$ cat src/verilog/icache_tagv_array.sv
`timescale 1ns/1ps

module icache_tagv_array #(
    parameter  int index_width  = 4,
    parameter  int offset_width = 2,
    localparam int tag_width    = 32 - index_width - offset_width - 2
) (
    input  logic                   clk,
    input  logic                   rstn,
    input  logic [index_width-1:0] rd_index,
    input  logic [tag_width-1:0]   cmp_tag,
    input  logic                   fill_we,
    input  logic                   fill_way,
    input  logic                   inval_we,
    input  logic                   inval_way,
    input  logic [index_width-1:0] inval_index,
    input  logic                   init_we,
    input  logic                   init_way,
    output logic [1:0]             hit_way,
    output logic                   hit
);

    localparam int sets = 1 << index_width;

    logic [tag_width-1:0]  tag_mem [2][sets];
    logic [1:0][sets-1:0]  valid_q;
    logic [tag_width-1:0]  rd_tag [2];
    logic [1:0]            rd_valid;
    logic [1:0]            tag_we;
    logic [1:0]            valid_we;
    logic [tag_width-1:0]  wr_tag;
    logic                  wr_valid;
    logic                  same_row;

    //////////////////////////////////////////////////////////////////////
    // write side, all writes go to the buffered index
    //////////////////////////////////////////////////////////////////////

    always_comb begin
        wr_tag   = init_we ? '0 : cmp_tag;
        wr_valid = fill_we & ~inval_we & ~init_we;   // only a refill sets valid
        for (int w = 0; w < 2; w++) begin
            tag_we[w]   = (fill_we && fill_way == 1'(w)) || (init_we && init_way == 1'(w));
            valid_we[w] = tag_we[w] || (inval_we && inval_way == 1'(w));
        end
    end

    assign same_row = (rd_index == inval_index);

    //////////////////////////////////////////////////////////////////////
    // storage and registered read, new data forwarded on a same-row write
    //////////////////////////////////////////////////////////////////////

    always_ff @(posedge clk) begin
        for (int w = 0; w < 2; w++) begin
            if (tag_we[w]) tag_mem[w][inval_index] <= wr_tag;
            rd_tag[w] <= (tag_we[w] && same_row) ? wr_tag : tag_mem[w][rd_index];
        end
    end

    always_ff @(posedge clk or negedge rstn) begin
        if (!rstn) begin
            valid_q  <= '0;
            rd_valid <= '0;
        end else begin
            for (int w = 0; w < 2; w++) begin
                if (valid_we[w]) valid_q[w][inval_index] <= wr_valid;
                rd_valid[w] <= (valid_we[w] && same_row) ? wr_valid
                                                         : valid_q[w][rd_index];
            end
        end
    end

    // compare against the tag of the request in flight
    always_comb begin
        for (int w = 0; w < 2; w++) begin
            hit_way[w] = rd_valid[w] && (rd_tag[w] == cmp_tag);
        end
    end

    assign hit = |hit_way;

endmodule

$ cat config.mk
export PLATFORM = sky130hd
export DESIGN_NAME = icache_tagv_array
export DESIGN_NICKNAME = d
export VERILOG_FILES = /design/src/verilog/icache_tagv_array.sv
export SDC_FILE = /design/constraint.sdc
export NUM_CORES = 1
export LEC_CHECK = 0
export ABC_CLOCK_PERIOD_IN_PS = 2650
export BUFFER_PORTS_ARGS = -buffer_cell sky130_fd_sc_hd__buf_2
export CORE_AREA = 2 2 278 280
export CTS_CLUSTER_DIAMETER = 150
export DETAILED_ROUTE_END_ITERATION = 12
export DIE_AREA = 0 0 280 282
export PLACE_DENSITY = 0.67
export SYNTH_ARGS = -nofsm -noshare
export SYNTH_HDL_FRONTEND = slang
export SYNTH_SLANG_ARGS = --single-unit
$ cat constraint.sdc
create_clock -name clk -period 2.65 [get_ports clk]
set_input_delay 0.53 -clock clk [delete_from_list [all_inputs] [get_ports clk]]
set_output_delay 0.53 -clock clk [all_outputs]
set_load 0.02 [all_outputs]
==> impl_metrics.json, run 1 <==
{
  "status": "finished with violations",
  "violations": "negative setup slack",
  "core_um2": 75700,
  "required_ns": 2.12,
  "crit_path_max_incr_delay_ns": 0.57,
  "drt_first_pass_iters": 5,
  "yosys-top-cells-count": "edfxtp_1 (768), mux4_2 (200), nor2b_1 (54)",
  "tightest_slew_ns": 1.39,
  "rsz0062_at_grt": "true",
  "worstHoldStart": "cmp_tag[19]",
  "crit_path_top_delay_cell": "or4_4",
  "place_congestion": 0.785,
  "async_flop_share_pct": 4.00,
  "vias": 17500,
  "vias_per_cell": 6.08,
  "cts_buffers": 83,
  "grt.total_usage_pct": 22.2,
  "tritoncts": "done",
  "vdd_ir_drop_max_uv": 709,
  "final_cell_area_um2": 40000,
  "crit_type": "reg2out",
  "max_freq_mhz": 336,
  "finalSetupViolations": 3,
  "power.density_nw_per_um2": 743,
  "ios": 43,
  "syn-num-nets": 1646,
  "r2r-end": "rd_tag[0][9]$_DFF_P_",
  "placed_area_um2": 37000,
  "cp_max_fo": 2,
  "dieArea_um2": 79000,
  "preCtsSetupSlack_ns": -0.395,
  "cp_cell_sequence": "xnor2_2, buf_6, nand4_1, or4_4, nor4_4, or2_1, buf_6",
  "syn_to_final_growth_pct": 18.2,
  "maxCapViolCount": 0,
  "hold_path_end": "rd_tag[0][19]$_DFF_P_",
  "setup_slack_ns": -0.322,
  "die_y_um": 282,
  "rr_worst_depth": 5,
  "whs_path_depth": 3,
  "fin_worst_skew_ns": 0.0217,
  "antenna_found_initial": 1,
  "leakage_nw": 12.2,
  "ys_seq_elements": 850,
  "drc": 0,
  "start_util_pct": 44.8,
  "overflow": 0,
  "row_count": 101,
  "r2r_slack_ns": 0.82,
  "cts.sinks": 850,
  "die_w_um": 280,
  "wire_per_inst_um": 30.0,
  "cts_setup_buffers": 0,
  "num_antenna_cells": 0,
  "antenna_left": 0,
  "clkTransAtPathRegs_ns": 0.06,
  "wl_mm": 86.2,
  "arrival_ns": 2.44,
  "reg2reg_from": "tag_mem[0][177]$_DFFE_PP_",
  "netlist_top_cells_area": "edfxtp_1 (68%), mux4_2 (13%), dfxtp_1 (2.8%)",
  "synth_enable_flop_cells": 768,
  "synth_cell_type_count": 37,
  "ys_seq_area_share_pct": 73.4,
  "period_needed_ns": 2.97,
  "yosysWarnings": 0,
  "synth.avg_cell_area_um2": 21.1,
  "final_nets": 1863,
  "cts_buffer_depth": 3,
  "syn_area_um2": 33900,
  "drv_slew": 0,
  "grt_pass1_vias": 17900,
  "fin_crit_sh_pct": 112,
  "cp-end-kind": "primary output",
  "dpl.hpwl_mm": 50.1,
  "htreeDepth": 3,
  "synth_most_common_cell": "edfxtp_1",
  "drive_gt1_share_pct": 37.6,
  "syn-instance-count": 1606,
  "hold_violations": 0,
  "root_buffer": "clkbuf_16",
  "drtIter0Drc": 1909,
  "port_buffers": 42,
  "yosys_most_used_dff": "edfxtp_1",
  "grt_first_pass_wirelength_mm": 124,
  "clock_latency_ns": 0.63,
  "synth.top_cell.area_share_pct": 68.1,
  "hold_ws_ns": 0.349,
  "hp-class": "in2reg",
  "grt_max_degree": 67,
  "critPathLaunchType": "flop",
  "synth_top_cell_by_area": "edfxtp_1",
  "cpMostUsedCell": "buf_6",
  "relSlewSlack_pct": 7.21,
  "tns_ns": -0.897
}
-- report_power, final --
part | leakage (nW) | internal, mW | total (mW) | switching (mW)
logic | 3.83 | 0.907 | 2.12 | 1.21
registers | 6.95 | 15.0 | 15.1 | 0.139
clock network | 1.42 | 7.48 | 12.5 | 4.98
-- per-layer routing --
layer  GRT usage [%]  share of wire, %  vias to the layer above
li1                -                 -                     7140
met1            32.1                42                     9349
met2            33.4                46                      827
met3            5.57               9.1                      136
met4            6.55               2.5                        0
met5               0                 0                        -
-- critical path, delay by kind of cell (launching register included) --
family        cells  cell delay (ns)
buf+inv           2             0.26
flops             1             0.32
xor+xnor          1             0.17
simple gates      4             1.07
-- cell type report --
type | count | area [um^2]
clock inverter | 43 | 571
clock buffer | 111 | 2340
multi-input combinational | 629 | 8600
inverter | 27 | 101
timing repair buffer | 232 | 2310
fill | 5764 | 35700
tap | 978 | 1220
sequential | 850 | 24900
-- layout by cell type (no fill, tap or decap), drive strengths merged, types with 4 or more instances in the layout --
cell type and instances:
o31ai 32, inv 30, mux2i 52, dfxtp 48
o21ai 34, dfrtp 34, nand2b 25, a221oi 48
nor2b 56, xor2 4, a2111oi 48, nand3 8
nand2 13, mux4 200, clkbuf 114, edfxtp 768
nand4 11, xnor2 48, clkinv 24, bufinv 13
buf 228, nor2 34
-- timing repair --
action	4_1_cts	5_1_grt
gates resized for setup	17	2
endpoints found under the setup margin	3	3
pin swaps	10	0
endpoints found under the hold margin	34	0
hold buffers	1	0
-- worst max-delay path by stage --
stage	startpoint	endpoint	slack, ns	cells past startpoint
4_1_cts	rd_tag[0][21]$_DFF_P_	hit	-0.37	7
6_report	rd_tag[0][21]$_DFF_P_	hit	-0.32	7
2_1_floorplan	cmp_tag[11]	hit	0.002	5
3_3_place_gp	cmp_tag[4]	hit	-0.37	8
3_5_place_dp	cmp_tag[3]	hit	-0.39	8
5_1_grt	rd_tag[0][27]$_DFF_P_	hit	-0.43	7
-- cell families (layout without fill, tap and decap cells) --
family                 Yosys count  count (layout)  synth area share (%)
flip-flops                     850             850                  73.4
XOR/XNOR                        52              52                  1.34
AO/OA/AOI/OAI                  166             166                  5.58
multiplexers                   254             254                  14.9
AND/OR/NAND/NOR                157             157                  2.66
buffers and inverters          127             413                  2.08
-- metrics by stage --
| stage | std cells | util (%) | power [mW] |
|---|---|---|---|
| finish | 2870 | 52.9 | 29.7 |
| global placement | 2715 | 48.9 | 17.5 |
| detailed placement | 2715 | 48.9 | 17.5 |
| CTS | 2870 | 52.9 | 29.9 |
| floorplan | 1606 | - | 16.6 |
| global route | 2870 | 52.9 | 30.6 |
-- registers in the layout, summed over array words and instances, names as in the netlist --
register and cells:
tag_mem 768, valid_q 32, rd_tag 48, rd_valid 2
Power figures use the tool's default switching activity.
==> run 2, diff against run 1 <==
--- a/config.mk
+++ b/config.mk
@@ -7,11 +7,11 @@
 export LEC_CHECK = 0
 export ABC_CLOCK_PERIOD_IN_PS = 2650
 export BUFFER_PORTS_ARGS = -buffer_cell sky130_fd_sc_hd__buf_2
-export CORE_AREA = 2 2 278 280
+export CORE_AREA = 2 2 249 251
 export CTS_CLUSTER_DIAMETER = 150
 export DETAILED_ROUTE_END_ITERATION = 12
-export DIE_AREA = 0 0 280 282
-export PLACE_DENSITY = 0.67
+export DIE_AREA = 0 0 251 253
+export PLACE_DENSITY = 0.79
 export SYNTH_ARGS = -nofsm -noshare
 export SYNTH_HDL_FRONTEND = slang
 export SYNTH_SLANG_ARGS = --single-unit
==> run 2 against run 1 <==
  * The run still ends with negative setup slack left
  * Clock skew increased by 0.0039 ns
  * Global-route usage is 5.7 points higher
  * Combinational power decreased by 5%
  * Flip-flop and latch count is the same
  * Register-to-register slack gained 0.03 ns
  * Routed wire length up 1.1%
  * Critical endpoint unchanged
  * Highest routed layer is now met5
==> impl_metrics.json, run 2 (synthesis gave the netlist of run 1 again) <==
{
  "status": "finished with violations",
  "violations": "negative setup slack",
  "clock_latency_ns": 0.63,
  "drc": 0,
  "clkTransAtPathRegs_ns": 0.06,
  "critPathLaunchType": "flop",
  "vias": 17900,
  "preCtsSetupSlack_ns": -0.388,
  "grt_pass1_vias": 18000,
  "vdd_ir_drop_max_uv": 657,
  "final_nets": 1811,
  "tightest_slew_ns": 1.27,
  "fin_crit_sh_pct": 119,
  "cts_buffers": 83,
  "wl_mm": 87.1,
  "cp_max_fo": 2,
  "overflow": 0,
  "max_freq_mhz": 318,
  "place_congestion": 0.832,
  "wire_per_inst_um": 33.1,
  "final_cell_mix": "edfxtp_1 (768), mux4_2 (200), buf_4 (95)",
  "top_register": "tag_mem",
  "crit_type": "reg2out",
  "core_um2": 61000,
  "dpl.hpwl_mm": 46.7,
  "leakage_nw": 11.9,
  "fin_worst_skew_ns": 0.0257,
  "cp-end-kind": "primary output",
  "setup_slack_ns": -0.494,
  "root_buffer": "clkbuf_16",
  "cts.sinks": 850,
  "syn_to_final_growth_pct": 16.0,
  "final_common_cell": "edfxtp_1",
  "antenna_found_initial": 7,
  "grt_max_degree": 77,
  "grt_first_pass_wirelength_mm": 125,
  "start_util_pct": 55.5,
  "hold_violations": 0,
  "htreeDepth": 3,
  "finalSetupViolations": 3,
  "row_count": 91,
  "period_needed_ns": 3.14,
  "port_buffers": 42,
  "drt_first_pass_iters": 7,
  "ios": 43,
  "hold_ws_ns": 0.324,
  "grt.total_usage_pct": 27.9,
  "maxCapViolCount": 0,
  "tritoncts": "done",
  "die_w_um": 251,
  "relSlewSlack_pct": 15.1,
  "n_fill_cell": 3803,
  "die_y_um": 253,
  "required_ns": 2.12,
  "drive_gt1_share_pct": 36.0,
  "drtIter0Drc": 2907,
  "hp-class": "in2reg",
  "largest_register_ffs": 768,
  "cts_buffer_depth": 3,
  "dieArea_um2": 63500,
  "tns_ns": -1.17,
  "top_regs": "tag_mem (768), rd_tag (48), valid_q (32)",
  "antenna_left": 0,
  "utilization_pct": 64.4,
  "rsz0062_at_grt": "true",
  "power_mw": 29.4,
  "power.density_nw_per_um2": 749,
  "drv_slew": 0,
  "arrival_ns": 2.61,
  "vias_per_cell": 6.79
}
run 2: routing by layer:
| metal | GRT usage (%) | routed length, um | up-vias |
|---|---|---|---|
| li1 | - | - | 7023 |
| met1 | 39.8 | 32300 | 9307 |
| met5 | 0 | 76 | - |
| met2 | 42.9 | 41100 | 1315 |
| met3 | 6.00 | 10500 | 206 |
| met4 | 10.7 | 3110 | 12 |
run 2: what timing repair did:
item	4_1_cts	5_1_grt
hold buffers	1	0
endpoints found under the hold margin	34	0
pin swaps	7	3
setup endpoints to repair	3	3
cloned	0	0
buffers inserted	0	0
resized for setup	14	8
run 2: final cells by class:
| cell class | instances | area [um^2] | area share, % |
|---|---|---|---|
| tap | 790 | 988 | 2.52 |
| antenna | 2 | 5.00 | 0.0127 |
| clock inverter | 40 | 465 | 1.18 |
| multi-input combinational | 629 | 8640 | 22.0 |
| timing repair buffer | 180 | 1840 | 4.68 |
| clock buffer | 114 | 2370 | 6.03 |
| sequential | 850 | 24900 | 63.3 |
| inverter | 27 | 101 | 0.258 |
run 2: path summary, 6_finish.rpt:
path,cells after the start,startpoint,slack (ns),to
max,7,rd_tag[0][28]$_DFF_P_,-0.49,hit
min,3,cmp_tag[2],0.32,rd_tag[0][26]$_DFF_P_
max reg2reg,5,tag_mem[0][181]$_DFFE_PP_,0.85,rd_tag[0][13]$_DFF_P_
min reg2reg,2,valid_q[15]$_DFFE_PN0P_,0.49,valid_q[15]$_DFFE_PN0P_
max in group asynchronous,2,rstn,1.66,valid_q[19]$_DFFE_PN0P_
min in group asynchronous,2,rstn,0.51,valid_q[0]$_DFFE_PN0P_
run 2: worst max-delay path: stages (launching register included):
cell	delay, ns
dfxtp_2	0.39
xnor2_2	0.14
nand4_1	0.27
or4_4	0.64
nor4_4	0.14
buf_4	0.18
or2_4	0.12
buf_6	0.11
run 2: report_power, final:
part | switching (mW) | internal, mW
clock | 4.99 | 7.25
combinational | 1.18 | 0.837
sequential | 0.162 | 15.0
run 2: through the flow:
| stage | instance area, um^2 | std cells |
|---|---|---|
| finish | 39300 | 2632 |
| global route | 39300 | 2630 |
| CTS | 39200 | 2630 |
| detailed placement | 36300 | 2476 |
| global placement | 36300 | 2476 |
| floorplan | 33900 | 1606 |
==> run 3, diff against run 2 <==
--- a/config.mk
+++ b/config.mk
@@ -11,7 +11,9 @@
 export CTS_CLUSTER_DIAMETER = 150
 export DETAILED_ROUTE_END_ITERATION = 12
 export DIE_AREA = 0 0 251 253
+export MAX_ROUTING_LAYER = met4
 export PLACE_DENSITY = 0.79
+export REMOVE_ABC_BUFFERS = 1
 export SYNTH_ARGS = -nofsm -noshare
 export SYNTH_HDL_FRONTEND = slang
 export SYNTH_SLANG_ARGS = --single-unit
==> run 3 against run 2 <==
  * The flow still finishes with violations (negative setup slack)
  * Sequential share of layout area decreased by 0.063 points
  * Clock power about the same
  * Power decreased by 0.37%
  * Critical endpoint unchanged
==> impl_metrics.json, run 3 (synthesis gave the netlist of run 1 again) <==
{
  "fin_worst_skew_ns": 0.0110,
  "htreeDepth": 3,
  "core_um2": 61000,
  "overflow": 0,
  "syn_to_final_growth_pct": 16.1,
  "row_count": 91,
  "top_regs": "tag_mem (768), rd_tag (48), valid_q (32)",
  "hold_ws_ns": 0.323,
  "vias": 17300,
  "wl_mm": 81.2,
  "setup.worst_path.start": "rd_tag[0][20]$_DFF_P_",
  "antenna_found_initial": 11,
  "max_freq_mhz": 329,
  "final_nets": 1819,
  "worstHoldStart": "cmp_tag[8]",
  "cts_buffers": 83,
  "dieArea_um2": 63500,
  "period_needed_ns": 3.04,
  "utilization_pct": 64.4,
  "crit_type": "reg2out",
  "hp-class": "in2reg",
  "preCtsSetupSlack_ns": -0.533,
  "drc": 0,
  "fin_crit_sh_pct": 115,
  "top_register": "tag_mem",
  "clock_latency_ns": 0.63,
  "status": "finished with violations",
  "n_fill_cell": 3862,
  "maxCapViolCount": 0,
  "drtIter0Drc": 2283,
  "grt_pass1_vias": 18000,
  "drive_gt1_share_pct": 35.9,
  "start_util_pct": 55.5,
  "tns_ns": -0.916,
  "tightest_slew_ns": 1.18,
  "critPathLaunchType": "flop",
  "leakage_nw": 11.9,
  "grt.total_usage_pct": 26.9,
  "crit_path_max_incr_delay_ns": 0.56,
  "drt_first_pass_iters": 8,
  "violations": "negative setup slack",
  "ios": 43,
  "die_y_um": 253,
  "vias_per_cell": 6.53,
  "crit_path_top_delay_cell": "or4_4",
  "die_w_um": 251,
  "largest_register_ffs": 768,
  "final_common_cell": "edfxtp_1",
  "required_ns": 2.12,
  "vdd_ir_drop_max_uv": 530,
  "setup_slack_ns": -0.390,
  "rsz0062_at_grt": "true",
  "cp_max_fo": 2,
  "grt_max_degree": 57,
  "dpl.hpwl_mm": 46.3,
  "power.density_nw_per_um2": 745,
  "place_congestion": 0.901,
  "power_mw": 29.3,
  "arrival_ns": 2.51,
  "critical_path.top_delay_family": "simple AND/OR/NAND/NOR gates",
  "root_buffer": "clkbuf_16",
  "clkTransAtPathRegs_ns": 0.06,
  "wire_per_inst_um": 30.6,
  "port_buffers": 42,
  "finalSetupViolations": 3,
  "antenna_left": 0,
  "cts.sinks": 850,
  "cp_cell_sequence": "xnor2_2, nand4_1, or4_4, nor4_4, or2_1, buf_6",
  "grt_first_pass_wirelength_mm": 118,
  "cp_num_buf_inv": 1,
  "hold_violations": 0,
  "final_cell_mix": "edfxtp_1 (768), mux4_2 (200), buf_4 (100)",
  "cts_buffer_depth": 3,
  "reg2reg_from": "tag_mem[0][570]$_DFFE_PP_",
  "drv_slew": 0,
  "relSlewSlack_pct": 20.8,
  "cp-end-kind": "primary output",
  "tritoncts": "done"
}
-- run 3: area by class of cell --
cell class                 count  area, um^2  area share [%]
multi-input combinational    629        8590            21.8
inverter                      27         101           0.258
clock inverter                39         480            1.22
timing repair buffer         188        1910            4.86
clock buffer                 116        2340            5.96
tap                          790         988            2.51
antenna                       11        27.5          0.0700
sequential                   850       24900            63.3
-- run 3: worst register-to-register path: stages (launching register included) --
cell,delay [ns]
edfxtp_1,0.39
mux4_2,0.48
nor2b_1,0.17
a2111oi_2,0.61
a221oi_2,0.07
-- run 3: stage by stage --
step | cells | area [um^2]
detailed placement | 2483 | 36400
CTS | 2639 | 39300
global placement | 2483 | 36400
floorplan | 1506 | 33300
finish | 2650 | 39300
global route | 2650 | 39300
-- run 3: worst paths after layout --
check / depth (start not counted) / slack [ns] / end
worst max-delay path: 6 / -0.39 / hit
worst min-delay path: 3 / 0.32 / rd_tag[0][32]$_DFF_P_
worst max register to register: 4 / 0.77 / rd_tag[0][42]$_DFF_P_
worst min register to register: 2 / 0.50 / valid_q[15]$_DFFE_PN0P_
max in group asynchronous: 2 / 1.65 / valid_q[18]$_DFFE_PN0P_
min in group asynchronous: 2 / 0.52 / valid_q[11]$_DFFE_PN0P_
-- run 3: layer usage --
layer  vias to the layer above  part of all wire [%]  wire (um)  GRT usage [%]
met4                         0                   3.2       2610           9.00
met1                      9069                    38      30800           35.3
li1                       7050                     -          -              -
met2                      1016                    49      39600           42.0
met5                         -                     0          0              -
met3                       170                    10       8130           6.52
-- run 3: where the power goes --
| group | internal (mW) | total (mW) | switching [mW] | leakage, nW |
|---|---|---|---|---|
| combinational | 0.844 | 2.01 | 1.17 | 3.56 |
| clock | 7.19 | 12.2 | 4.96 | 1.39 |
| sequential | 15.0 | 15.1 | 0.143 | 6.95 |
-- run 3: what timing repair did --
item,CTS,global route
gates resized for setup,10,3
setup buffers,0,0
pin swaps,8,0
endpoints found under the setup margin,3,3
hold buffers,1,0
endpoints found under the hold margin,34,0
