## src/verilog/icache_cfg_pkg.sv

```systemverilog
package icache_cfg_pkg;

    //////////////////////////////////////////////////////////////////////
    // basic widths
    //////////////////////////////////////////////////////////////////////

    localparam int ADDR_WIDTH = 32;
    localparam int WORD_WIDTH = 32;
    localparam int LINE_WORDS = 4;   // one refill beat carries the whole line

    typedef logic [ADDR_WIDTH-1:0]            addr_t;  // byte address
    typedef logic [WORD_WIDTH-1:0]            word_t;  // one instruction
    typedef logic [LINE_WORDS*WORD_WIDTH-1:0] line_t;  // word 0 in the low bits

    //////////////////////////////////////////////////////////////////////
    // default geometry
    //////////////////////////////////////////////////////////////////////

    // 16 sets of 4 words per way, 2 ways
    localparam int DEF_INDEX_WIDTH  = 4;
    localparam int DEF_OFFSET_WIDTH = 2;   // word offset, not byte offset

endpackage

```

## src/verilog/icache_op_pkg.sv

```systemverilog
package icache_op_pkg;

    //////////////////////////////////////////////////////////////////////
    // cache operations
    //////////////////////////////////////////////////////////////////////

    // kind field of the opcode, ignored for a barrier
    typedef enum logic [1:0] {
        index_init  = 2'd0,   // clear tag and valid of the way picked by addr[0]
        index_inval = 2'd1,   // clear valid of the way picked by addr[0]
        hit_inval   = 2'd2    // clear valid of the way that hits
    } cacop_kind_e;

    localparam int OP_IBAR_BIT = 31;   // set means instruction barrier
    localparam int OP_KIND_LSB = 3;    // kind sits in opcode[4:3]

    //////////////////////////////////////////////////////////////////////
    // control states
    //////////////////////////////////////////////////////////////////////

    typedef enum logic [2:0] {
        idle,        // waiting for a request
        lookup,      // tags compared, hit returned here
        miss_req,    // mem_req up, waiting for mem_addr_ok
        miss_wait,   // waiting for mem_data_ok
        operation,   // cache op, one cycle
        flush        // pipeline flush, held while flush is high
    } icache_state_e;

endpackage

```

## src/verilog/icache_req_buf.sv

```systemverilog
`timescale 1ns/1ps

module icache_req_buf import icache_cfg_pkg::*; import icache_op_pkg::*; #(
    parameter  int index_width  = 4,
    parameter  int offset_width = 2,
    localparam int tag_width    = 32 - index_width - offset_width - 2
) (
    input  logic                    clk,
    input  logic                    rstn,
    input  logic                    capture,
    input  addr_t                   req_addr,
    input  logic                    req_uncached,
    input  logic                    req_is_op,
    input  word_t                   req_opcode,
    output logic [tag_width-1:0]    buf_tag,
    output logic [index_width-1:0]  buf_index,
    output logic [offset_width-1:0] buf_offset,
    output logic                    buf_uncached,
    output logic                    buf_is_op,
    output logic                    buf_is_ibar,
    output cacop_kind_e             buf_kind,
    output logic                    buf_way_sel,
    output addr_t                   buf_line_addr
);

    addr_t       addr_q;
    logic        uncached_q;
    logic        is_op_q;
    logic        is_ibar_q;
    cacop_kind_e kind_q;

    always_ff @(posedge clk) begin
        if (capture) addr_q <= req_addr;
    end

    // opcode decoded on the way in
    always_ff @(posedge clk or negedge rstn) begin
        if (!rstn) begin
            uncached_q <= 1'b0;
            is_op_q    <= 1'b0;
            is_ibar_q  <= 1'b0;
            kind_q     <= index_init;
        end else if (capture) begin
            uncached_q <= req_uncached & ~req_is_op;  // ops never go to memory
            is_op_q    <= req_is_op;
            is_ibar_q  <= req_is_op & req_opcode[OP_IBAR_BIT];
            kind_q     <= cacop_kind_e'(req_opcode[OP_KIND_LSB +: 2]);
        end
    end

    // address split: tag | index | word offset | byte
    assign buf_tag       = addr_q[31 -: tag_width];
    assign buf_index     = addr_q[offset_width+2 +: index_width];
    assign buf_offset    = addr_q[2 +: offset_width];
    assign buf_way_sel   = addr_q[0];   // way for the index ops
    assign buf_line_addr = {addr_q[31:offset_width+2], {(offset_width+2){1'b0}}};

    assign buf_uncached  = uncached_q;
    assign buf_is_op     = is_op_q;
    assign buf_is_ibar   = is_ibar_q;
    assign buf_kind      = kind_q;

endmodule

```

## config.mk

```make
export PLATFORM = sky130hd
export DESIGN_NAME = icache_req_buf
export DESIGN_NICKNAME = d
export VERILOG_FILES = /design/src/verilog/icache_cfg_pkg.sv /design/src/verilog/icache_op_pkg.sv /design/src/verilog/icache_req_buf.sv
export SDC_FILE = /design/constraint.sdc
export NUM_CORES = 1
export LEC_CHECK = 0
export BUFFER_PORTS_ARGS = -buffer_cell sky130_fd_sc_hd__buf_2
export CORE_UTILIZATION = 39
export CTS_BUF_LIST = sky130_fd_sc_hd__clkbuf_8
export CTS_CLUSTER_DIAMETER = 200
export DETAILED_ROUTE_END_ITERATION = 12
export PLACE_DENSITY = 0.95
export SYNTH_ARGS = -nofsm -noshare
export SYNTH_HDL_FRONTEND = slang
export SYNTH_SLANG_ARGS = --single-unit
```

## constraint.sdc

```tcl
create_clock -name clk -period 2.2 [get_ports clk]
set_clock_uncertainty 0.15 [all_clocks]
set_input_delay 0.55 -clock clk [delete_from_list [all_inputs] [get_ports clk]]
set_output_delay 0.55 -clock clk [all_outputs]
set_load 0.005 [all_outputs]
```

==> flow_summary.ini, run 1 <==
[worst_setup_path]
crit_slowest_cell = edfxtp_1
required_ns = 1.50
crit_type = reg2out
r2r-start = buf_kind[1]
worstPathArrival_ns = 0.82
critPathLaunchType = register
cp_top_family = flip-flops
critPathMaxFanout = 2
r2r-end = buf_kind[1]
slowest_delay_ns = 0.40
crit_chain = buf_2
path_depth = 1
r2r_slack_ns = 1.28
setup.worst_path.start = addr_q[8]
crit_path_end = buf_tag[0]
cp-end-kind = output pin
path_buf_inv = 1
reg2reg_depth = 1

[sta]
max_freq_ghz = 0.656
rsz0062_at_grt = no
report.final.setup_viol = 0
hold_slack_ns = 0.291
fin_crit_ns = 1.52
fin_tns_setup_ns = 0
min_period_over_period = 0.693
hold_violations = 0
maxSlewViolCount = 0
finalWorstSetupSlack_ns = 0.675

[clock_network]
hold_buffers = 1
cts_buffers = 5
cts-htree-levels = 2
ctsRootBufferMaster = clkbuf_8
cts_setup_buffers = 0
clock_path_buffers = 2
cts_sinks = 36
clock_latency_ns = 0.28
cts_resized = 0
cts_tree = yes
clk_pin_slew_ns = 0.07

[global_routing]
antenna_found_initial = 0
grtUsageTotal = 0.132
overflow = 0
grt_start_max_net_pins = 17
grt_pass1_vias = 767
grt_pass1_wl_um = 3330

[finish]
instances_no_fill = 208
num-nets-final = 230
area_growth_pct = 31.9
layout_commonest_cell = buf_2
final_area_um2 = 1830
drive_gt1_frac = 0.698
num-fill-cells = 310
final_cell_mix = buf_2 (102), edfxtp_1 (31), clkbuf_8 (6)
fin_util = 0.544
antenna_cells = 0

[route]
firstDrtPassIters = 4
via_per_inst = 4.12
drc_errors = 0
drtIter0Drc = 13
routed_wl_um = 2310
wl_per_cell_um = 11.1
num_vias = 856
final_antenna_net_count = 0

[hold_path]
min_path_cells = 1
hold_path_class = in2reg

[power_and_ir_drop]
finalPower_mw = 1.44
p_seq_frac = 0.571
power.switching_mw = 0.301
p_leak_nw = 0.884
netSwitchingFraction = 0.208
irDropWorstVdd_mv = 0.469
power.internal_mw = 1.14
pwr-share-clk = 0.314
power_frac_comb = 0.115
p_per_area_nw_per_um2 = 790

[placement]
dp_slack_ns = 0.587
portBuffers = 102
place.gp.congestion = 0.671
place_area_um2 = 1730
dpl.cell_count = 199
hpwl_um = 1810

[synthesis]
synth_warnings = 0
netlist_area_um2 = 1390
synth_area_per_cell_um2 = 17.5
synth_cells = 79
ys_seq_elements = 36
yosysSeqAreaShare = 0.762
yosys.cell_types.count = 11

[die]
die_width_um = 61.6
die_y_um = 61.6
core_region_area_um2 = 3360
start_util = 0.412
rows = 21
io_pins = 137
die_area_um2 = 3800

[flow_run]
max_cap_violations = 0

[outcome]
status = finished clean
==> state kept, by name, indices dropped and copies added (netlist names) <==
register and flops:
buf_is_ibar 1, buf_kind 2, addr_q 31, buf_uncached 1, buf_is_op 1
==> routing by layer <==
layer | track usage | vias up | routed length [µm]
li1 | - | 398 | -
met1 | 0.141 | 381 | 824
met2 | 0.215 | 75 | 1130
met3 | 0.0735 | 2 | 333
met4 | 0.0571 | 0 | 23
met5 | 0 | - | 0
==> logic make-up after synthesis <==
group,synth area share
other cells,0.00270
flops,0.762
simple gates,0.00902
buf+inv,0.187
mux,0.0325
compound gates,0.00721
==> cell type report <==
class	count	area [µm²]	share of cell area
clock buffers	6	82.6	0.0451
clock inverters	2	7.51	0.00410
inverters	2	7.51	0.00410
multi-input cells	11	82.6	0.0451
flip-flops and latches	36	1060	0.577
well taps	46	57.6	0.0315
repair buffers	105	536	0.293
==> cell usage after synthesis (all sizes together) <==
cell type / number / share of area
nand3: 1 / 0.0036
buf: 33 / 0.18
edfxtp: 31 / 0.67
inv: 2 / 0.0054
o21ai: 2 / 0.0072
conb: 1 / 0.0027
nand3b: 1 / 0.0054
mux2: 3 / 0.032
dfrtp: 5 / 0.090
==> power by group through the flow <==
stage | Combinational (mW) | Clock [mW] | Sequential [mW]
after global placement | 0.163 | 0 | 0.838
after global routing | 0.190 | 0.502 | 0.835
after CTS | 0.168 | 0.470 | 0.827
final | 0.166 | 0.454 | 0.825
after floorplan | 0.0828 | 0 | 0.849
after detailed placement | 0.168 | 0 | 0.839
==> worst min path at each step <==
| stage | startpoint | to | slack, ns |
|---|---|---|---|
| floorplan | rstn | buf_is_ibar | 0.10 |
| global placement | rstn | buf_is_ibar | 0.21 |
| detailed placement | rstn | buf_is_ibar | 0.21 |
| CTS | req_addr[19] | addr_q[19] | 0.28 |
| global route | req_addr[8] | addr_q[8] | 0.27 |
| finish | req_addr[19] | addr_q[19] | 0.29 |
Power figures use the tool's default switching activity.
==> run 2: changes to the inputs <==
--- a/config.mk
+++ b/config.mk
@@ -6,11 +6,11 @@
 export NUM_CORES = 1
 export LEC_CHECK = 0
 export BUFFER_PORTS_ARGS = -buffer_cell sky130_fd_sc_hd__buf_2
-export CORE_UTILIZATION = 39
+export CORE_UTILIZATION = 33
 export CTS_BUF_LIST = sky130_fd_sc_hd__clkbuf_8
 export CTS_CLUSTER_DIAMETER = 200
 export DETAILED_ROUTE_END_ITERATION = 12
-export PLACE_DENSITY = 0.95
+export PLACE_DENSITY = 0.88
 export SYNTH_ARGS = -nofsm -noshare
 export SYNTH_HDL_FRONTEND = slang
 export SYNTH_SLANG_ARGS = --single-unit
==> constraint.sdc (replaced) <==
create_clock -name clk -period 1.4 [get_ports clk]
set_clock_uncertainty 0.15 [all_clocks]
set_input_delay 0.35 -clock clk [delete_from_list [all_inputs] [get_ports clk]]
set_output_delay 0.35 -clock clk [all_outputs]
set_load 0.005 [all_outputs]
==> run 2 against run 1 <==
  * Setup slack got worse by 0.61 ns
  * Clock power rose by 62%
  * Sequential power rose by 58%
  * Largest power group unchanged
  * Non-clock buffer count did not move
  * Global-route usage fell by 2.5 points
  * Sequential share of layout area fell by 1.0 points
  * Routed wire length rose by 3.0%
  * Largest cell class unchanged
  * Register-to-register slack got worse by 0.79 ns
  * Hold slack got worse by 0.20 ns
  * Power rose by 59%
  * Utilization fell by 8.2 points
  * Critical path type unchanged
  * Die area rose by 18%
==> flow_summary.ini, run 2 (synthesis results as in run 1) <==
[outcome]
status = finished clean

[die]
rows = 23
core_region_area_um2 = 4030
die_width_um = 66.8
die_y_um = 66.8
start_util = 0.344
die_area_um2 = 4460
io_pins = 137

[clock_network]
clock_path_buffers = 2
cts_tree = yes
cts_resized = 0
cts_buffers = 5
cts_sinks = 36
ctsRootBufferMaster = clkbuf_8
cts-htree-levels = 2
cts_setup_buffers = 0
clk_pin_slew_ns = 0.07
hold_buffers = 1
clock_latency_ns = 0.28

[worst_setup_path]
critPathLaunchType = register
crit_slowest_cell = edfxtp_1
worstPathArrival_ns = 0.83
slowest_delay_ns = 0.40
path_depth = 1
path_buf_inv = 1
reg2reg_depth = 1
cp_top_family = flip-flops
crit_type = reg2out
crit_path_end = buf_line_addr[27]
required_ns = 0.90
cp-end-kind = output pin
r2r-start = buf_kind[1]
r2r_slack_ns = 0.49
r2r-end = buf_kind[1]
setup.worst_path.start = addr_q[27]
crit_chain = buf_2
critPathMaxFanout = 2

[route]
routed_wl_um = 2380
drc_errors = 0
drtIter0Drc = 44
num_vias = 857
firstDrtPassIters = 2
final_antenna_net_count = 0
wl_per_cell_um = 11.2
via_per_inst = 4.04

[placement]
place_area_um2 = 1760
hpwl_um = 1910
portBuffers = 102
place.gp.congestion = 0.704
dpl.cell_count = 203

[global_routing]
grtUsageTotal = 0.107
overflow = 0
grt_pass1_wl_um = 3280
grt_start_max_net_pins = 18
grt_pass1_vias = 808
antenna_found_initial = 0

[finish]
num-nets-final = 230
antenna_cells = 0
top_register = addr_q
drive_gt1_frac = 0.710
area_growth_pct = 34.3
layout_commonest_cell = buf_2
final_area_um2 = 1860
fin_util = 0.462
instances_no_fill = 212
largest_register_ffs = 31
final_cell_mix = buf_2 (102), edfxtp_1 (31), clkbuf_8 (6)

[flow_run]
max_cap_violations = 0

[sta]
hold_violations = 0
maxSlewViolCount = 0
min_period_over_period = 0.950
rsz0062_at_grt = no
report.final.setup_viol = 0
max_freq_ghz = 0.752
fin_tns_setup_ns = 0
hold_slack_ns = 0.0902
fin_crit_ns = 1.33

[power_and_ir_drop]
netSwitchingFraction = 0.213
power.switching_mw = 0.489
power_frac_comb = 0.117
p_seq_frac = 0.563
p_leak_nw = 0.890
pwr-share-clk = 0.319
irDropWorstVdd_mv = 0.602
power.internal_mw = 1.81
p_per_area_nw_per_um2 = 1240

[hold_path]
hold_path_class = in2reg
==> run 2: cell count changes in the layout (fill, tap and decap cells not counted) <==
cell | before | now
clkinv_2 | 0 | 2
buf_4 | 2 | 0
buf_12 | 0 | 2
inv_1 | 4 | 2
==> run 2: worst min path at each step <==
stage                 startpoint     endpoint  depth (start not counted)
floorplan                   rstn  buf_is_ibar                          0
global placement            rstn  buf_is_ibar                          1
detailed placement          rstn  buf_is_ibar                          1
CTS                 req_addr[24]   addr_q[24]                          1
global route         req_addr[2]    addr_q[2]                          1
finish              req_addr[24]   addr_q[24]                          1
==> run 2: power groups by stage <==
| stage | registers, mW | logic (mW) | clock network (mW) |
|---|---|---|---|
| finish | 1.30 | 0.270 | 0.734 |
| global route | 1.31 | 0.303 | 0.804 |
| CTS | 1.30 | 0.274 | 0.762 |
| detailed placement | 1.32 | 0.273 | 0 |
| global placement | 1.32 | 0.266 | 0 |
| floorplan | 1.33 | 0.130 | 0 |
==> run 2: metal layers <==
layer / up-vias / wire (µm) / GRT usage
met2: 76 / 1200 / 0.196
met1: 378 / 816 / 0.0854
met5: - / 0 / 0
met3: 4 / 333 / 0.0736
met4: 0 / 27 / 0.0479
li1: 399 / - / -
==> run 2: final cells by class <==
| cell class | count | area, µm² |
|---|---|---|
| Clock buffer | 6 | 82.6 |
| Clock inverter | 2 | 10.0 |
| Fill cell | 369 | 2170 |
| Inverter | 2 | 7.51 |
| Multi-Input combinational cell | 11 | 82.6 |
| Sequential cell | 36 | 1060 |
| Tap cell | 50 | 62.6 |
| Timing Repair Buffer | 105 | 561 |
==> run 2: through the flow <==
stage / worst slack [ns] / power (mW)
2_1_floorplan: 0.374 / 1.46
3_3_place_gp: 0.196 / 1.58
3_5_place_dp: 0.182 / 1.59
4_1_cts: 0.0590 / 2.33
5_1_grt: 0.0234 / 2.41
6_report: 0.0694 / 2.30
==> run 3: changes to the inputs <==
--- a/config.mk
+++ b/config.mk
@@ -5,11 +5,13 @@
 export SDC_FILE = /design/constraint.sdc
 export NUM_CORES = 1
 export LEC_CHECK = 0
+export ABC_AREA = 1
 export BUFFER_PORTS_ARGS = -buffer_cell sky130_fd_sc_hd__buf_2
 export CORE_UTILIZATION = 33
 export CTS_BUF_LIST = sky130_fd_sc_hd__clkbuf_8
 export CTS_CLUSTER_DIAMETER = 200
 export DETAILED_ROUTE_END_ITERATION = 12
+export GPL_TIMING_DRIVEN = 0
 export PLACE_DENSITY = 0.88
 export SYNTH_ARGS = -nofsm -noshare
 export SYNTH_HDL_FRONTEND = slang
==> run 3 against run 2 <==
  * Combinational power decreased by 4%
  * Critical path type unchanged
  * Non-clock buffer count is 2 higher
  * Critical endpoint unchanged
  * Hold slack improved by 0.0037 ns
  * Cell area fell by 1.6%
==> flow_summary.ini, run 3 <==
[outcome]
status = finished clean

[finish]
final_area_um2 = 1830
num-nets-final = 240
top_register = addr_q
antenna_cells = 0
layout_commonest_cell = buf_2
largest_register_ffs = 31
area_growth_pct = 34.1
final_cell_mix = buf_2 (102), edfxtp_1 (31), nand2_1 (13)
num-fill-cells = 367
drive_gt1_frac = 0.657

[clock_network]
cts_setup_buffers = 0
clock_path_buffers = 2
clock_latency_ns = 0.28
cts-htree-levels = 2
cts_tree = yes
cts_sinks = 36
clk_pin_slew_ns = 0.07
cts_resized = 0
ctsRootBufferMaster = clkbuf_8
cts_buffers = 5

[global_routing]
grtUsageTotal = 0.117
grt_pass1_wl_um = 3530
overflow = 0
grt_start_max_net_pins = 38
antenna_found_initial = 0
grt_pass1_vias = 770

[sta]
report.final.setup_viol = 0
max_freq_ghz = 0.759
hold_violations = 0
maxSlewViolCount = 0
relSlewSlack = 0.501
worst_pin_slew_ns = 0.749
fin_tns_setup_ns = 0
fin_crit_ns = 1.32
min_period_over_period = 0.942
finalWorstSetupSlack_ns = 0.0818
rsz0062_at_grt = no

[power_and_ir_drop]
irDropWorstVdd_mv = 0.609
p_per_area_nw_per_um2 = 1210
p_leak_nw = 0.912
finalPower_mw = 2.22

[synthesis]
synth_common_cells = buf_4 (32), edfxtp_1 (31), nand2_1 (13)
yosys.cell_types.count = 8
synth_top_cell_by_area = edfxtp_1
ys_seq_elements = 36
netlist_area_um2 = 1370
synth_cells = 86
synth-main-ff-cell = edfxtp_1
yosysSeqAreaShare = 0.773
yosysMostFrequentCell = buf_4
synth_area_per_cell_um2 = 15.9
synth_top_area_share = 0.681
synthArstFlopShare = 0.139
synth_area_leaders = edfxtp_1 (68%), buf_4 (18%), dfrtp_1 (9.2%)
synth_edf_count = 31
synth_warnings = 0

[worst_setup_path]
critPathMaxFanout = 2
required_ns = 0.90
critPathLaunchType = register
crit_slowest_cell = edfxtp_1
path_buf_inv = 1
crit_chain = buf_2
worstPathArrival_ns = 0.82
slowest_delay_ns = 0.40
crit_type = reg2out
cp-end-kind = output pin
cp_top_family = flip-flops

[die]
start_util = 0.342
die_area_um2 = 4400
die_y_um = 66.3
core_region_area_um2 = 4000
die_width_um = 66.3
rows = 23
io_pins = 137

[placement]
dp_slack_ns = -0.127
portBuffers = 102
hpwl_um = 2020
place_area_um2 = 1950
place.gp.congestion = 0.682

[route]
drc_errors = 0
drtIter0Drc = 35
final_antenna_net_count = 0
routed_wl_um = 2430
wl_per_cell_um = 10.9
num_vias = 895
via_per_inst = 4.03
firstDrtPassIters = 4

[flow_run]
max_cap_violations = 0

[hold_path]
hold_path_class = in2reg
-- run 3: changes by cell type in the layout (fill, tap and decap cells not counted) --
cell / before / now
buf_4: 0 / 4
inv_1: 2 / 3
nand3_1: 1 / 2
nand3b_1: 1 / 0
o21ai_1: 1 / 0
clkbuf_8: 6 / 5
o21ai_0: 1 / 0
nand2_1: 0 / 13
mux2_4: 3 / 0
buf_12: 2 / 0
clkinv_2: 2 / 1
inv_2: 0 / 1
-- run 3: cell families (layout without fill, tap and decap cells) --
group | count (synthesis) | in the layout | share of synthesized area
other | 1 | 4 | 0.00274
flip-flops | 36 | 36 | 0.773
buffers and inverters | 34 | 117 | 0.181
AND/OR/NAND/NOR | 15 | 15 | 0.0430
-- run 3: metal layers --
| layer | up-vias | share of wire | track usage | wire (µm) |
|---|---|---|---|---|
| met3 | 4 | 0.12 | 0.0621 | 301 |
| li1 | 421 | - | - | - |
| met5 | - | 0 | 0 | 0 |
| met4 | 0 | 0.013 | 0.0638 | 32 |
| met1 | 396 | 0.40 | 0.129 | 979 |
| met2 | 74 | 0.46 | 0.181 | 1120 |
-- run 3: timing repair --
item                                   in CTS  in global routing
hold buffers                                1                  0
endpoints found under the hold margin       5                  0
setup endpoints to repair                  28                  0
-- run 3: through the flow --
stage                     hold slack, ns   util  std cells
after floorplan                  -0.0956      -         89
after global placement            0.0120  0.488        241
after detailed placement          0.0160  0.488        241
after CTS                         0.0832  0.458        222
after global routing              0.0742  0.458        222
final                             0.0939  0.458        222
-- run 3: final timing paths --
check	from	to	slack, ns	cells past startpoint
setup / recovery	addr_q[27]	buf_line_addr[27]	0.08	1
hold / removal	req_addr[30]	addr_q[30]	0.09	1
setup reg to reg	buf_uncached	buf_uncached	0.63	2
hold reg to reg	buf_is_op	buf_is_op	0.33	2
max in group asynchronous	rstn	buf_is_ibar	0.73	2
min in group asynchronous	rstn	buf_kind[0]	0.25	2
-- run 3: area by class of cell --
| class | instances | area (µm²) | area share |
|---|---|---|---|
| multi-input cells | 19 | 73.8 | 0.0403 |
| clock inverters | 3 | 12.5 | 0.00683 |
| inverters | 2 | 7.51 | 0.00410 |
| plain buffers | 4 | 30.0 | 0.0164 |
| clock buffers | 5 | 68.8 | 0.0376 |
| well taps | 50 | 62.6 | 0.0342 |
| flip-flops and latches | 36 | 1060 | 0.577 |
| repair buffers | 103 | 520 | 0.284 |
-- run 3: power by group --
| part | switching, mW | internal (mW) | total [mW] |
|---|---|---|---|
| clock | 0.326 | 0.334 | 0.660 |
| combinational | 0.115 | 0.143 | 0.258 |
| sequential | 0.0358 | 1.26 | 1.30 |
