**config.mk**
```make
export PLATFORM = sky130hd
export DESIGN_NAME = icache_fsm
export DESIGN_NICKNAME = d
export VERILOG_FILES = /design/src/verilog/icache_op_pkg.sv /design/src/verilog/icache_fsm.sv
export SDC_FILE = /design/constraint.sdc
export NUM_CORES = 1
export LEC_CHECK = 0
export ABC_AREA = 1
export BUFFER_PORTS_ARGS = -buffer_cell sky130_fd_sc_hd__clkbuf_2
export CAP_MARGIN = 15
export CORE_AREA = 2 2 39 41
export DETAILED_ROUTE_END_ITERATION = 10
export DIE_AREA = 0 0 41 43
export PLACE_DENSITY = 0.7
export REMOVE_ABC_BUFFERS = 1
export SETUP_SLACK_MARGIN = 0.02
export SYNTH_ARGS = -nofsm -noshare
export SYNTH_HDL_FRONTEND = slang
export SYNTH_SLANG_ARGS = --single-unit
```
**constraint.sdc**
```tcl
create_clock -name clk -period 1.56 [get_ports clk]
set_clock_uncertainty 0.15 [all_clocks]
set_input_delay 0.156 -clock clk [delete_from_list [all_inputs] [get_ports clk]]
set_output_delay 0.156 -clock clk [all_outputs]
set_load 0.03 [all_outputs]
```
**src/verilog/icache_op_pkg.sv**
```systemverilog
package icache_op_pkg;

    //////////////////////////////////////////////////////////////////////
    // cache operations
    //////////////////////////////////////////////////////////////////////

    // kind field of the opcode, ignored for a barrier
    typedef enum logic [1:0] {
        index_init  = 2'd0,   // clear tag and valid of the way picked by addr[0]
        index_inval = 2'd1,   // clear valid of the way picked by addr[0]
        hit_inval   = 2'd2    // clear valid of the way that hits
    } cacop_kind_e;

    localparam int OP_IBAR_BIT = 31;   // set means instruction barrier
    localparam int OP_KIND_LSB = 3;    // kind sits in opcode[4:3]

    //////////////////////////////////////////////////////////////////////
    // control states
    //////////////////////////////////////////////////////////////////////

    typedef enum logic [2:0] {
        idle,        // waiting for a request
        lookup,      // tags compared, hit returned here
        miss_req,    // mem_req up, waiting for mem_addr_ok
        miss_wait,   // waiting for mem_data_ok
        operation,   // cache op, one cycle
        flush        // pipeline flush, held while flush is high
    } icache_state_e;

endpackage

```
**src/verilog/icache_fsm.sv**
```systemverilog
`timescale 1ns/1ps

module icache_fsm import icache_op_pkg::*; (
    input  logic        clk,
    input  logic        rstn,
    input  logic        req_valid,
    input  logic        flush,
    input  logic        hit,
    input  logic [1:0]  hit_way,
    input  logic        buf_uncached,
    input  logic        buf_is_op,
    input  logic        buf_is_ibar,
    input  cacop_kind_e buf_kind,
    input  logic        buf_way_sel,
    input  logic        victim_way,
    input  logic        mem_addr_ok,
    input  logic        mem_data_ok,
    output logic        req_ready,
    output logic        capture,
    output logic        rdata_valid,
    output logic        mem_req,
    output logic        fill_we,
    output logic        fill_way,
    output logic        inval_we,
    output logic        inval_way,
    output logic        init_we,
    output logic        init_way,
    output logic        use_hit,
    output logic        use_fill
);

    icache_state_e state;
    icache_state_e next_state;
    logic          rst_done;   // low in the first cycle after reset
    logic          ready_raw;
    logic          miss;

    always_ff @(posedge clk or negedge rstn) begin
        if (!rstn) rst_done <= 1'b0;
        else       rst_done <= 1'b1;
    end

    assign req_ready = ready_raw & rst_done;
    assign capture   = req_valid & req_ready;
    assign miss      = ~hit | buf_uncached;   // uncached always goes out
    assign fill_way  = victim_way;

    always_ff @(posedge clk or negedge rstn) begin
        if (!rstn) state <= idle;
        else       state <= next_state;
    end

    //////////////////////////////////////////////////////////////////////
    // next state
    //////////////////////////////////////////////////////////////////////

    // the flush state is written with its package scope, the bare name is the port
    always_comb begin
        next_state = state;
        case (state)
            idle: begin
                if (capture) next_state = lookup;
            end
            lookup: begin
                if (flush) begin
                    next_state = icache_op_pkg::flush;
                end else if (buf_is_op) begin
                    next_state = operation;
                end else if (miss) begin
                    next_state = mem_addr_ok ? miss_wait : miss_req;   // skip miss_req
                end else if (!capture) begin
                    next_state = idle;   // hit with nothing behind it
                end
            end
            miss_req: begin
                if (mem_addr_ok) next_state = miss_wait;
            end
            miss_wait: begin
                if (mem_data_ok) next_state = capture ? lookup : idle;
            end
            operation: begin
                if (flush) next_state = icache_op_pkg::flush;
                else       next_state = capture ? lookup : idle;
            end
            icache_op_pkg::flush: begin
                if (!flush) next_state = capture ? lookup : idle;
            end
            default: next_state = idle;
        endcase
    end

    //////////////////////////////////////////////////////////////////////
    // outputs
    //////////////////////////////////////////////////////////////////////

    always_comb begin
        ready_raw   = 1'b0;
        rdata_valid = 1'b0;
        mem_req     = 1'b0;
        fill_we     = 1'b0;
        inval_we    = 1'b0;
        inval_way   = buf_way_sel;
        init_we     = 1'b0;
        init_way    = buf_way_sel;
        use_hit     = 1'b0;
        use_fill    = 1'b0;
        case (state)
            idle: ready_raw = 1'b1;
            lookup: begin
                if (!flush && !buf_is_op) begin
                    if (miss) begin
                        mem_req = 1'b1;
                    end else begin
                        rdata_valid = 1'b1;
                        use_hit     = 1'b1;
                        ready_raw   = 1'b1;   // back-to-back hits
                    end
                end
            end
            miss_req: mem_req = 1'b1;   // held until mem_addr_ok
            miss_wait: begin
                if (mem_data_ok) begin
                    rdata_valid = 1'b1;
                    use_fill    = 1'b1;
                    ready_raw   = 1'b1;
                    fill_we     = ~buf_uncached;
                end
            end
            operation: begin
                if (!flush) begin
                    ready_raw = 1'b1;
                    if (!buf_is_ibar) begin   // barrier touches nothing
                        case (buf_kind)
                            index_init:  init_we  = 1'b1;
                            index_inval: inval_we = 1'b1;
                            hit_inval: begin
                                inval_we  = hit;
                                inval_way = hit_way[1];
                            end
                            default: ;
                        endcase
                    end
                end
            end
            icache_op_pkg::flush: ready_raw = ~flush;
            default: ;
        endcase
    end

endmodule

```
==> flow_summary.json, run 1 <==
{
  "final_hold_viol_count": 0,
  "clock_latency_ns": 0.23,
  "drt-pass1-iter-count": 4,
  "crit_type": "reg -> out",
  "p_per_area_nw_per_um2": 1540,
  "ys.flop_type": "dfrtp_1",
  "wl_met2_um": 893,
  "path_buf_inv": 4,
  "drt-met1-wl_um": 569,
  "synth-simple-area-share": 0.460,
  "cp.arrival_ns": 1.47,
  "total_power_mw": 1.42,
  "crit_path_cell_trace": "inv_2, buf_4, nor3_4, a31oi_1, inv_1, buf_6",
  "wl_per_cell_um": 11.5,
  "vias_per_cell": 4.74,
  "status": "finished, violations left",
  "totalWireLength_um": 1590,
  "wl_met3_um": 94,
  "die_w_um": 41,
  "layout_setup_ws_ns": -0.217,
  "end_kind": "output port",
  "synthXorXnorAreaFrac": 0,
  "port_buffers": 24,
  "antennaDiodeCount": 0,
  "grt_max_degree": 7,
  "synth_area_leaders": "dfrtp_1, nand2_1, inv_1, ha_1, nand3_1",
  "seq_area_frac_synth": 0.198,
  "nets": 143,
  "antenna_found_initial": 0,
  "die_area_um2": 1760,
  "synth_seq_cells": 4,
  "die_h_um": 43,
  "yosysTopAreaCell": "dfrtp_1",
  "peakVddDrop_v": 0.000907,
  "grt_pass1_wl_um": 1880,
  "cts-root-buf": "clkbuf_4",
  "fmax_mhz": 563,
  "num_vias": 654,
  "place.gp.congestion": 0.820,
  "syn_area_per_cell_um2": 6.24,
  "maxSlewViolCount": 0,
  "synth_edf_count": 0,
  "netlist_instances": 81,
  "fp.coreArea_um2": 1380,
  "cts_made_buffers": 3,
  "pre_cts_slack_ns": -0.00394,
  "worst_path_max_delay_cell": "dfrtp_1",
  "power.leakage_nw": 0.563,
  "min_path_type": "in -> reg",
  "rsz0062_at_grt": "true",
  "critPathTopFamily": "buffers and inverters",
  "synth_area_um2": 505,
  "multi_input_area_um2": 363,
  "synthMuxAreaShare": 0.0198,
  "drt-initial-drc-count": 18,
  "crit_required_ns": 1.25,
  "synth_top_area_share": 0.198,
  "cts_tree": "yes",
  "min_period_ns": 1.78,
  "synth_top_family_by_area": "simple AND/OR/NAND/NOR gates",
  "grt_pass1_vias": 521,
  "pin_count": 28,
  "ctsHtreeMaxLevel": 1,
  "whs_ns": 0.0905,
  "synth_compound_area_frac": 0.0520,
  "nFillCells": 112,
  "dpl.cell_count": 120,
  "ff_latch_area_um2": 103,
  "ys_async_sr_fraction": 1.00,
  "fin_cells": 138,
  "max_stage_delay_ns": 0.38,
  "path_clk_slew_ns": 0.03,
  "rows": 14,
  "timing.final.crit_share": 1.14,
  "synth_fa_ha_area_frac": 0.0743,
  "area_growth_pct": 82.2,
  "dp_hpwl_um": 898,
  "antenna_left": 0,
  "clock_path_buffers": 2,
  "critPathMaxFanout": 5,
  "regToRegSetupSlack_ns": -0.07,
  "grt-ovfl-total": 0,
  "crit_path_start_kind": "flip-flop",
  "cts.sinks": 4,
  "final_util": 0.665,
  "violations": "setup timing",
  "drive_gt1_frac": 0.566,
  "start_util": 0.365,
  "setup_violations": 11,
  "highest_layer": "met4",
  "ys_types": 23,
  "drc_errors": 0,
  "drv_cap": 0,
  "grt_use_total": 0.153,
  "yosys_warnings": 0
}
## report_power, final
group / switching (mW) / internal (mW) / total [mW]
clock network: 0.0356 / 0.0856 / 0.121
registers: 0.0684 / 0.150 / 0.219
logic: 0.586 / 0.495 / 1.08
## stage by stage
step	cell area [µm²]	setup TNS, ns
floorplan	490	0
global placement	638	0
detailed placement	638	-0.00394
CTS	823	-1.33
global route	921	-1.88
finish	921	-1.13
## synthesized netlist by cell type (2+ instances only)
master   number
nor2_1        5
inv_1        16
dfrtp_1       4
nand2_4       2
nand2_2       3
nand3_1       7
ha_1          3
nor2_4        2
nand3_2       2
a21oi_1       2
nand2_1      19
inv_2         4
buf_4         2
## cells in the final DEF (no fill, tap or decap), types with 2 or more instances in the layout
cell type / netlist / routed
inv_2: 4 / 8
nor2_2: 1 / 2
inv_1: 16 / 12
a21oi_1: 2 / 2
ha_1: 3 / 3
clkbuf_4: 0 / 3
nand2_2: 3 / 2
dfrtp_1: 4 / 2
nand2_4: 2 / 4
nand3_1: 7 / 7
dfrtp_2: 0 / 2
nor2_1: 5 / 2
clkbuf_2: 0 / 14
buf_6: 0 / 3
clkbuf_8: 0 / 2
buf_4: 2 / 15
buf_8: 0 / 5
nand2_1: 19 / 18
nor2_4: 2 / 4
## worst register-to-register path, delay by kind of cell, from the launching register on
kind                   cells  cell delay, ns
buffers and inverters      4            0.47
DFF                        1            0.38
and+or+nand+nor            8            0.53
## final timing paths
path	from	endpoint	depth (start not counted)
worst max register to register	state[1]	state[0]	12
worst min register to register	state[0]	state[0]	2
max in group asynchronous	rstn	state[2]	2
worst max-delay path	state[1]	mem_req	6
worst min-delay path	flush	state[2]	3
min in group asynchronous	rstn	rst_done	2
## layout make-up
class / count / share of cell area
Clock buffer: 3 / 0.0245
Inverter: 21 / 0.0910
Multi-Input combinational cell: 54 / 0.394
Sequential cell: 4 / 0.111
Tap cell: 16 / 0.0217
Timing Repair Buffer: 40 / 0.357
## cell families after synthesis
logic type,count (synthesis)
muxes,1
buffers and inverters,23
DFF,4
AOI/OAI and AO/OA,5
and+or+nand+nor,44
other,1
adders and majority gates,3
## registers in the layout (all words and copies together) (netlist names)
name	cells
rst_done	1
state	3
## routing by layer
layer,vias to the layer above,global-route usage
met5,-,0
met4,0,0.0800
met3,4,0
met2,32,0.281
met1,294,0.161
li1,324,-
## what timing repair did
item,CTS,global route
endpoints found under the hold margin,4,0
hold buffers,1,0
pin swaps,5,7
setup endpoints to repair,10,12
buffers inserted,8,6
gates resized for setup,24,23
Note: power is estimated with default switching activity, not from simulation.
==> run 2: changes to the inputs <==
--- a/config.mk
+++ b/config.mk
@@ -11,7 +11,7 @@
 export CORE_AREA = 2 2 39 41
 export DETAILED_ROUTE_END_ITERATION = 10
 export DIE_AREA = 0 0 41 43
-export PLACE_DENSITY = 0.7
+export PLACE_DENSITY = 0.76
 export REMOVE_ABC_BUFFERS = 1
 export SETUP_SLACK_MARGIN = 0.02
 export SYNTH_ARGS = -nofsm -noshare
==> run 2 against run 1 <==
  * The run still ends with setup timing left
  * Sequential power is 4% lower
  * Final cell count is 2.2% lower
  * Non-clock buffer count is 3 lower
  * Total power is 3.8% lower
  * Wire length is 9.9% lower
  * Critical endpoint is now capture
==> flow_summary.json, run 2 (same netlist as run 1, synthesis figures left out) <==
{
  "status": "finished, violations left",
  "violations": "setup timing",
  "drc_errors": 0,
  "drv_cap": 0,
  "swShare": 0.493,
  "r2r_start": "state[2]",
  "wl_per_cell_um": 10.6,
  "crit_type": "reg -> out",
  "die_area_um2": 1760,
  "cts.sinks": 4,
  "final_area_um2": 908,
  "worst_path_max_delay_cell": "dfrtp_1",
  "final_cell_mix": "nand2_1, clkbuf_2, buf_4, inv_1, inv_2",
  "p_per_area_nw_per_um2": 1500,
  "antennaDiodeCount": 0,
  "maxSlewViolCount": 0,
  "crit_path_cell_trace": "inv_2, nand2_4, nor2_4, nand2_4, nand3_4, nand3_2, inv_2, buf_8",
  "grt_pass1_vias": 510,
  "num_vias": 631,
  "drt-initial-drc-count": 9,
  "p_int_mw": 0.694,
  "peakVddDrop_v": 0.000690,
  "power.leakage_nw": 0.552,
  "clockPowerShare": 0.089,
  "dpl-instance-area_um2": 638,
  "port_buffers": 24,
  "setup_violations": 11,
  "cp.arrival_ns": 1.40,
  "grt-ovfl-total": 0,
  "drive_gt1_frac": 0.571,
  "timing.final.crit_share": 1.09,
  "layout_setup_ws_ns": -0.143,
  "rows": 14,
  "final_util": 0.656,
  "antenna_left": 0,
  "min_period_ns": 1.70,
  "grt.busiest_layer": "met2",
  "largest_reg_flops": 3,
  "clock_path_buffers": 2,
  "largestRegisters": "state x3, rst_done x1",
  "max_stage_delay_ns": 0.41,
  "vias_per_cell": 4.67,
  "final_common_cell": "nand2_1",
  "rsz0062_at_grt": "true",
  "regMostFlops": "state",
  "drt-pass1-iter-count": 4,
  "met2_usage": 0.300,
  "crit_path_start_kind": "flip-flop",
  "cts_made_buffers": 3,
  "crit_path_start": "state[2]",
  "totalWireLength_um": 1440,
  "pin_count": 28,
  "p_switching_mw": 0.673,
  "start_util": 0.365,
  "final_hold_viol_count": 0,
  "end_kind": "output port",
  "path_clk_slew_ns": 0.03,
  "clock_latency_ns": 0.23,
  "die_h_um": 43,
  "grt_pass1_wl_um": 1890,
  "nets": 140,
  "grt_max_degree": 7,
  "comb_power_share": 0.757,
  "power_frac_seq": 0.154,
  "grt_use_total": 0.159,
  "cts_tree": "yes",
  "fp.coreArea_um2": 1380,
  "die_w_um": 41,
  "holdCritStartpoint": "flush",
  "place.gp.congestion": 0.761,
  "dp_hpwl_um": 957,
  "ctsHtreeMaxLevel": 1,
  "met1_usage": 0.151,
  "min_path_type": "in -> reg",
  "antenna_found_initial": 0,
  "gr-usage-met3": 0.0314,
  "fmax_mhz": 587,
  "crit_required_ns": 1.25,
  "area_growth_pct": 79.7,
  "critPathMaxFanout": 4,
  "cts-root-buf": "clkbuf_4",
  "whs_ns": 0.104
}
run 2: cell types whose count changed in the layout (fill, tap and decap cells not counted), sizes merged:
cell | before | now
buf | 23 | 21
clkbuf | 19 | 18
run 2: critical path, delay by kind of cell (launching register included):
kind          cells  cell delay (ns)
flops             1             0.41
buf+inv           3             0.29
simple gates      5             0.47
run 2: path summary, 6_finish.rpt:
path | endpoint | slack (ns) | depth (start not counted)
max in group asynchronous | state[0] | 1.02 | 2
min | state[2] | 0.10 | 3
max | capture | -0.14 | 8
max reg2reg | state[0] | -0.08 | 11
min in group asynchronous | rst_done | 0.11 | 2
min reg2reg | state[0] | 0.48 | 2
run 2: power groups by stage:
stage               combinational [mW]  clock, mW  sequential, mW
floorplan                        0.479          0           0.191
global placement                 0.616          0           0.193
detailed placement               0.636          0           0.194
CTS                              0.845      0.132           0.198
global route                      1.11      0.136           0.214
finish                            1.03      0.122           0.210
run 2: stage by stage:
stage               total power [mW]  cells  worst slack (ns)  TNS [ns]
finish                          1.37    135            -0.143    -0.774
global route                    1.46    135            -0.209     -1.58
CTS                             1.18    130            -0.119    -0.519
detailed placement             0.830    120           -0.0259   -0.0259
global placement               0.809    120            0.0102         0
floorplan                      0.670     79            0.0353         0
run 2: layout make-up:
class                   count  area (µm²)
multi-input cells          54         380
well taps                  16        20.0
flip-flops and latches      4         101
fillers                   115         475
inverters                  21        80.1
repair buffers             37         304
clock buffers               3        22.5
run 2: what timing repair did:
action,in CTS,in global routing
pin swaps,5,8
setup buffers,6,5
hold endpoints to repair,4,0
endpoints found under the setup margin,12,12
hold buffers,1,0
gates resized for setup,23,28
run 2: per-layer routing:
metal  vias up  wire length (µm)
met5         -                 0
met4         0                18
met3         2                56
met2        16               875
met1       290               484
li1        323                 -
==> run 3: changes to the inputs <==
==> constraint.sdc (replaced) <==
create_clock -name clk -period 1.56 [get_ports clk]
set_clock_uncertainty 0.15 [all_clocks]
set_input_delay 0.156 -clock clk [delete_from_list [all_inputs] [get_ports clk]]
set_output_delay 0.156 -clock clk [all_outputs]
set_load 0.05 [all_outputs]
==> run 3 against run 2 <==
  * The run still ends with setup timing left
  * Fmax is 2.0% lower
  * Final cell count shrank 2.2%
  * Non-clock buffer count shrank 3
  * Final area rose by 1.9%
  * Total power increased by 3.8%
==> flow_summary.json, run 3 (same netlist as run 1, synthesis figures left out) <==
{
  "dp_hpwl_um": 977,
  "fin_cells": 132,
  "final_area_um2": 926,
  "regMostFlops": "state",
  "nets": 137,
  "path_buf_inv": 3,
  "rsz0062_at_grt": "true",
  "antenna_found_initial": 0,
  "clock_latency_ns": 0.22,
  "critPathMaxFanout": 4,
  "path_clk_slew_ns": 0.03,
  "cp.arrival_ns": 1.43,
  "port_buffers": 24,
  "drc_errors": 0,
  "largestRegisters": "state x3, rst_done x1",
  "drv_cap": 0,
  "final_common_cell": "nand2_1",
  "fmax_mhz": 576,
  "drt-pass1-iter-count": 4,
  "critPathTopFamily": "flip-flops",
  "antennaDiodeCount": 0,
  "timing.final.crit_share": 1.11,
  "layout_setup_ws_ns": -0.177,
  "final_cell_mix": "nand2_1, clkbuf_2, inv_1, inv_2, buf_4",
  "critPathMostFrequentCell": "nand2_4",
  "crit_path_start_kind": "flip-flop",
  "min_period_ns": 1.74,
  "grt_use_total": 0.173,
  "dpl-instance-area_um2": 668,
  "pin_count": 28,
  "reg2reg_depth": 13,
  "largest_reg_flops": 3,
  "antenna_left": 0,
  "place.gp.congestion": 0.823,
  "crit_path_cell_trace": "inv_2, nand2_4, nor2_4, nand2_4, buf_4, nand2_2, buf_8",
  "cp.depth": 7,
  "cts-root-buf": "clkbuf_4",
  "p_per_area_nw_per_um2": 1530,
  "setup_violations": 11,
  "status": "finished, violations left",
  "min_path_type": "in -> reg",
  "grt-ovfl-total": 0,
  "rows": 14,
  "dpl.cell_count": 124,
  "cts_made_buffers": 3,
  "crit_type": "reg -> out",
  "die_w_um": 41,
  "clock_path_buffers": 2,
  "die_area_um2": 1760,
  "final_hold_viol_count": 0,
  "drive_gt1_frac": 0.595,
  "crit_required_ns": 1.25,
  "peakVddDrop_v": 0.000854,
  "max_stage_delay_ns": 0.43,
  "total_power_mw": 1.42,
  "power.leakage_nw": 0.543,
  "ctsHtreeMaxLevel": 1,
  "totalWireLength_um": 1410,
  "violations": "setup timing",
  "area_growth_pct": 83.2,
  "nFillCells": 113,
  "grt_pass1_wl_um": 2060,
  "hold-path-cell-count": 3,
  "drt-initial-drc-count": 15,
  "worst_path_max_delay_cell": "dfrtp_2",
  "die_h_um": 43,
  "wl_per_cell_um": 10.6,
  "num_vias": 618,
  "grt_pass1_vias": 533,
  "end_kind": "output port",
  "start_util": 0.365,
  "cts_tree": "yes",
  "maxSlewViolCount": 0,
  "vias_per_cell": 4.68,
  "grt_max_degree": 7,
  "fp.coreArea_um2": 1380,
  "cts.sinks": 4
}
## run 3: routing by layer
metal	GRT usage	routed length [µm]
met5	0	0
met2	0.300	796
met3	0.0314	60
met1	0.187	538
met4	0.0800	9
## run 3: worst reg2reg max path, delay by kind of cell, from the launching register on
family | cells | cell delay (ns)
AND/OR/NAND/NOR | 8 | 0.64
flip-flops | 1 | 0.43
buffers and inverters | 5 | 0.37
## run 3: path summary, 6_finish.rpt
| path | startpoint | endpoint | slack, ns |
|---|---|---|---|
| worst min-delay path | flush | state[2] | 0.12 |
| min in group asynchronous | rstn | state[1] | 0.13 |
| max in group asynchronous | rstn | state[2] | 1.00 |
| worst min register to register | state[0] | state[0] | 0.49 |
| worst max-delay path | state[2] | rdata_valid | -0.18 |
| worst max register to register | state[2] | state[0] | -0.13 |
## run 3: area by class of cell
type                       count  area [µm²]  share of cell area
clock buffer                   3        22.5              0.0243
tap                           16        20.0              0.0216
timing repair buffer          34         309               0.334
multi-input combinational     54         388               0.419
inverter                      21        83.8              0.0905
sequential                     4         103               0.111
## run 3: timing repair
item,CTS,global route
gates resized for setup,26,29
hold buffers,1,0
endpoints found under the setup margin,12,12
endpoints found under the hold margin,4,0
setup buffers,2,2
pin swaps,1,8
cloned,0,0
## run 3: through the flow
step	hold WS [ns]	TNS, ns	setup slack, ns	utilization
final	0.125	-1.40	-0.177	0.669
after global routing	0.136	-2.28	-0.255	0.669
after CTS	0.110	-1.52	-0.196	0.603
after detailed placement	-0.188	-0.116	-0.0419	0.483
after global placement	-0.187	-0.0242	-0.0103	0.483
after floorplan	-0.290	-0.350	-0.207	-
## run 3: power breakdown
part	switching (mW)	internal, mW	total, mW
registers	0.0697	0.150	0.220
clock network	0.0335	0.0854	0.119
logic	0.626	0.454	1.08
total	0.729	0.689	1.42
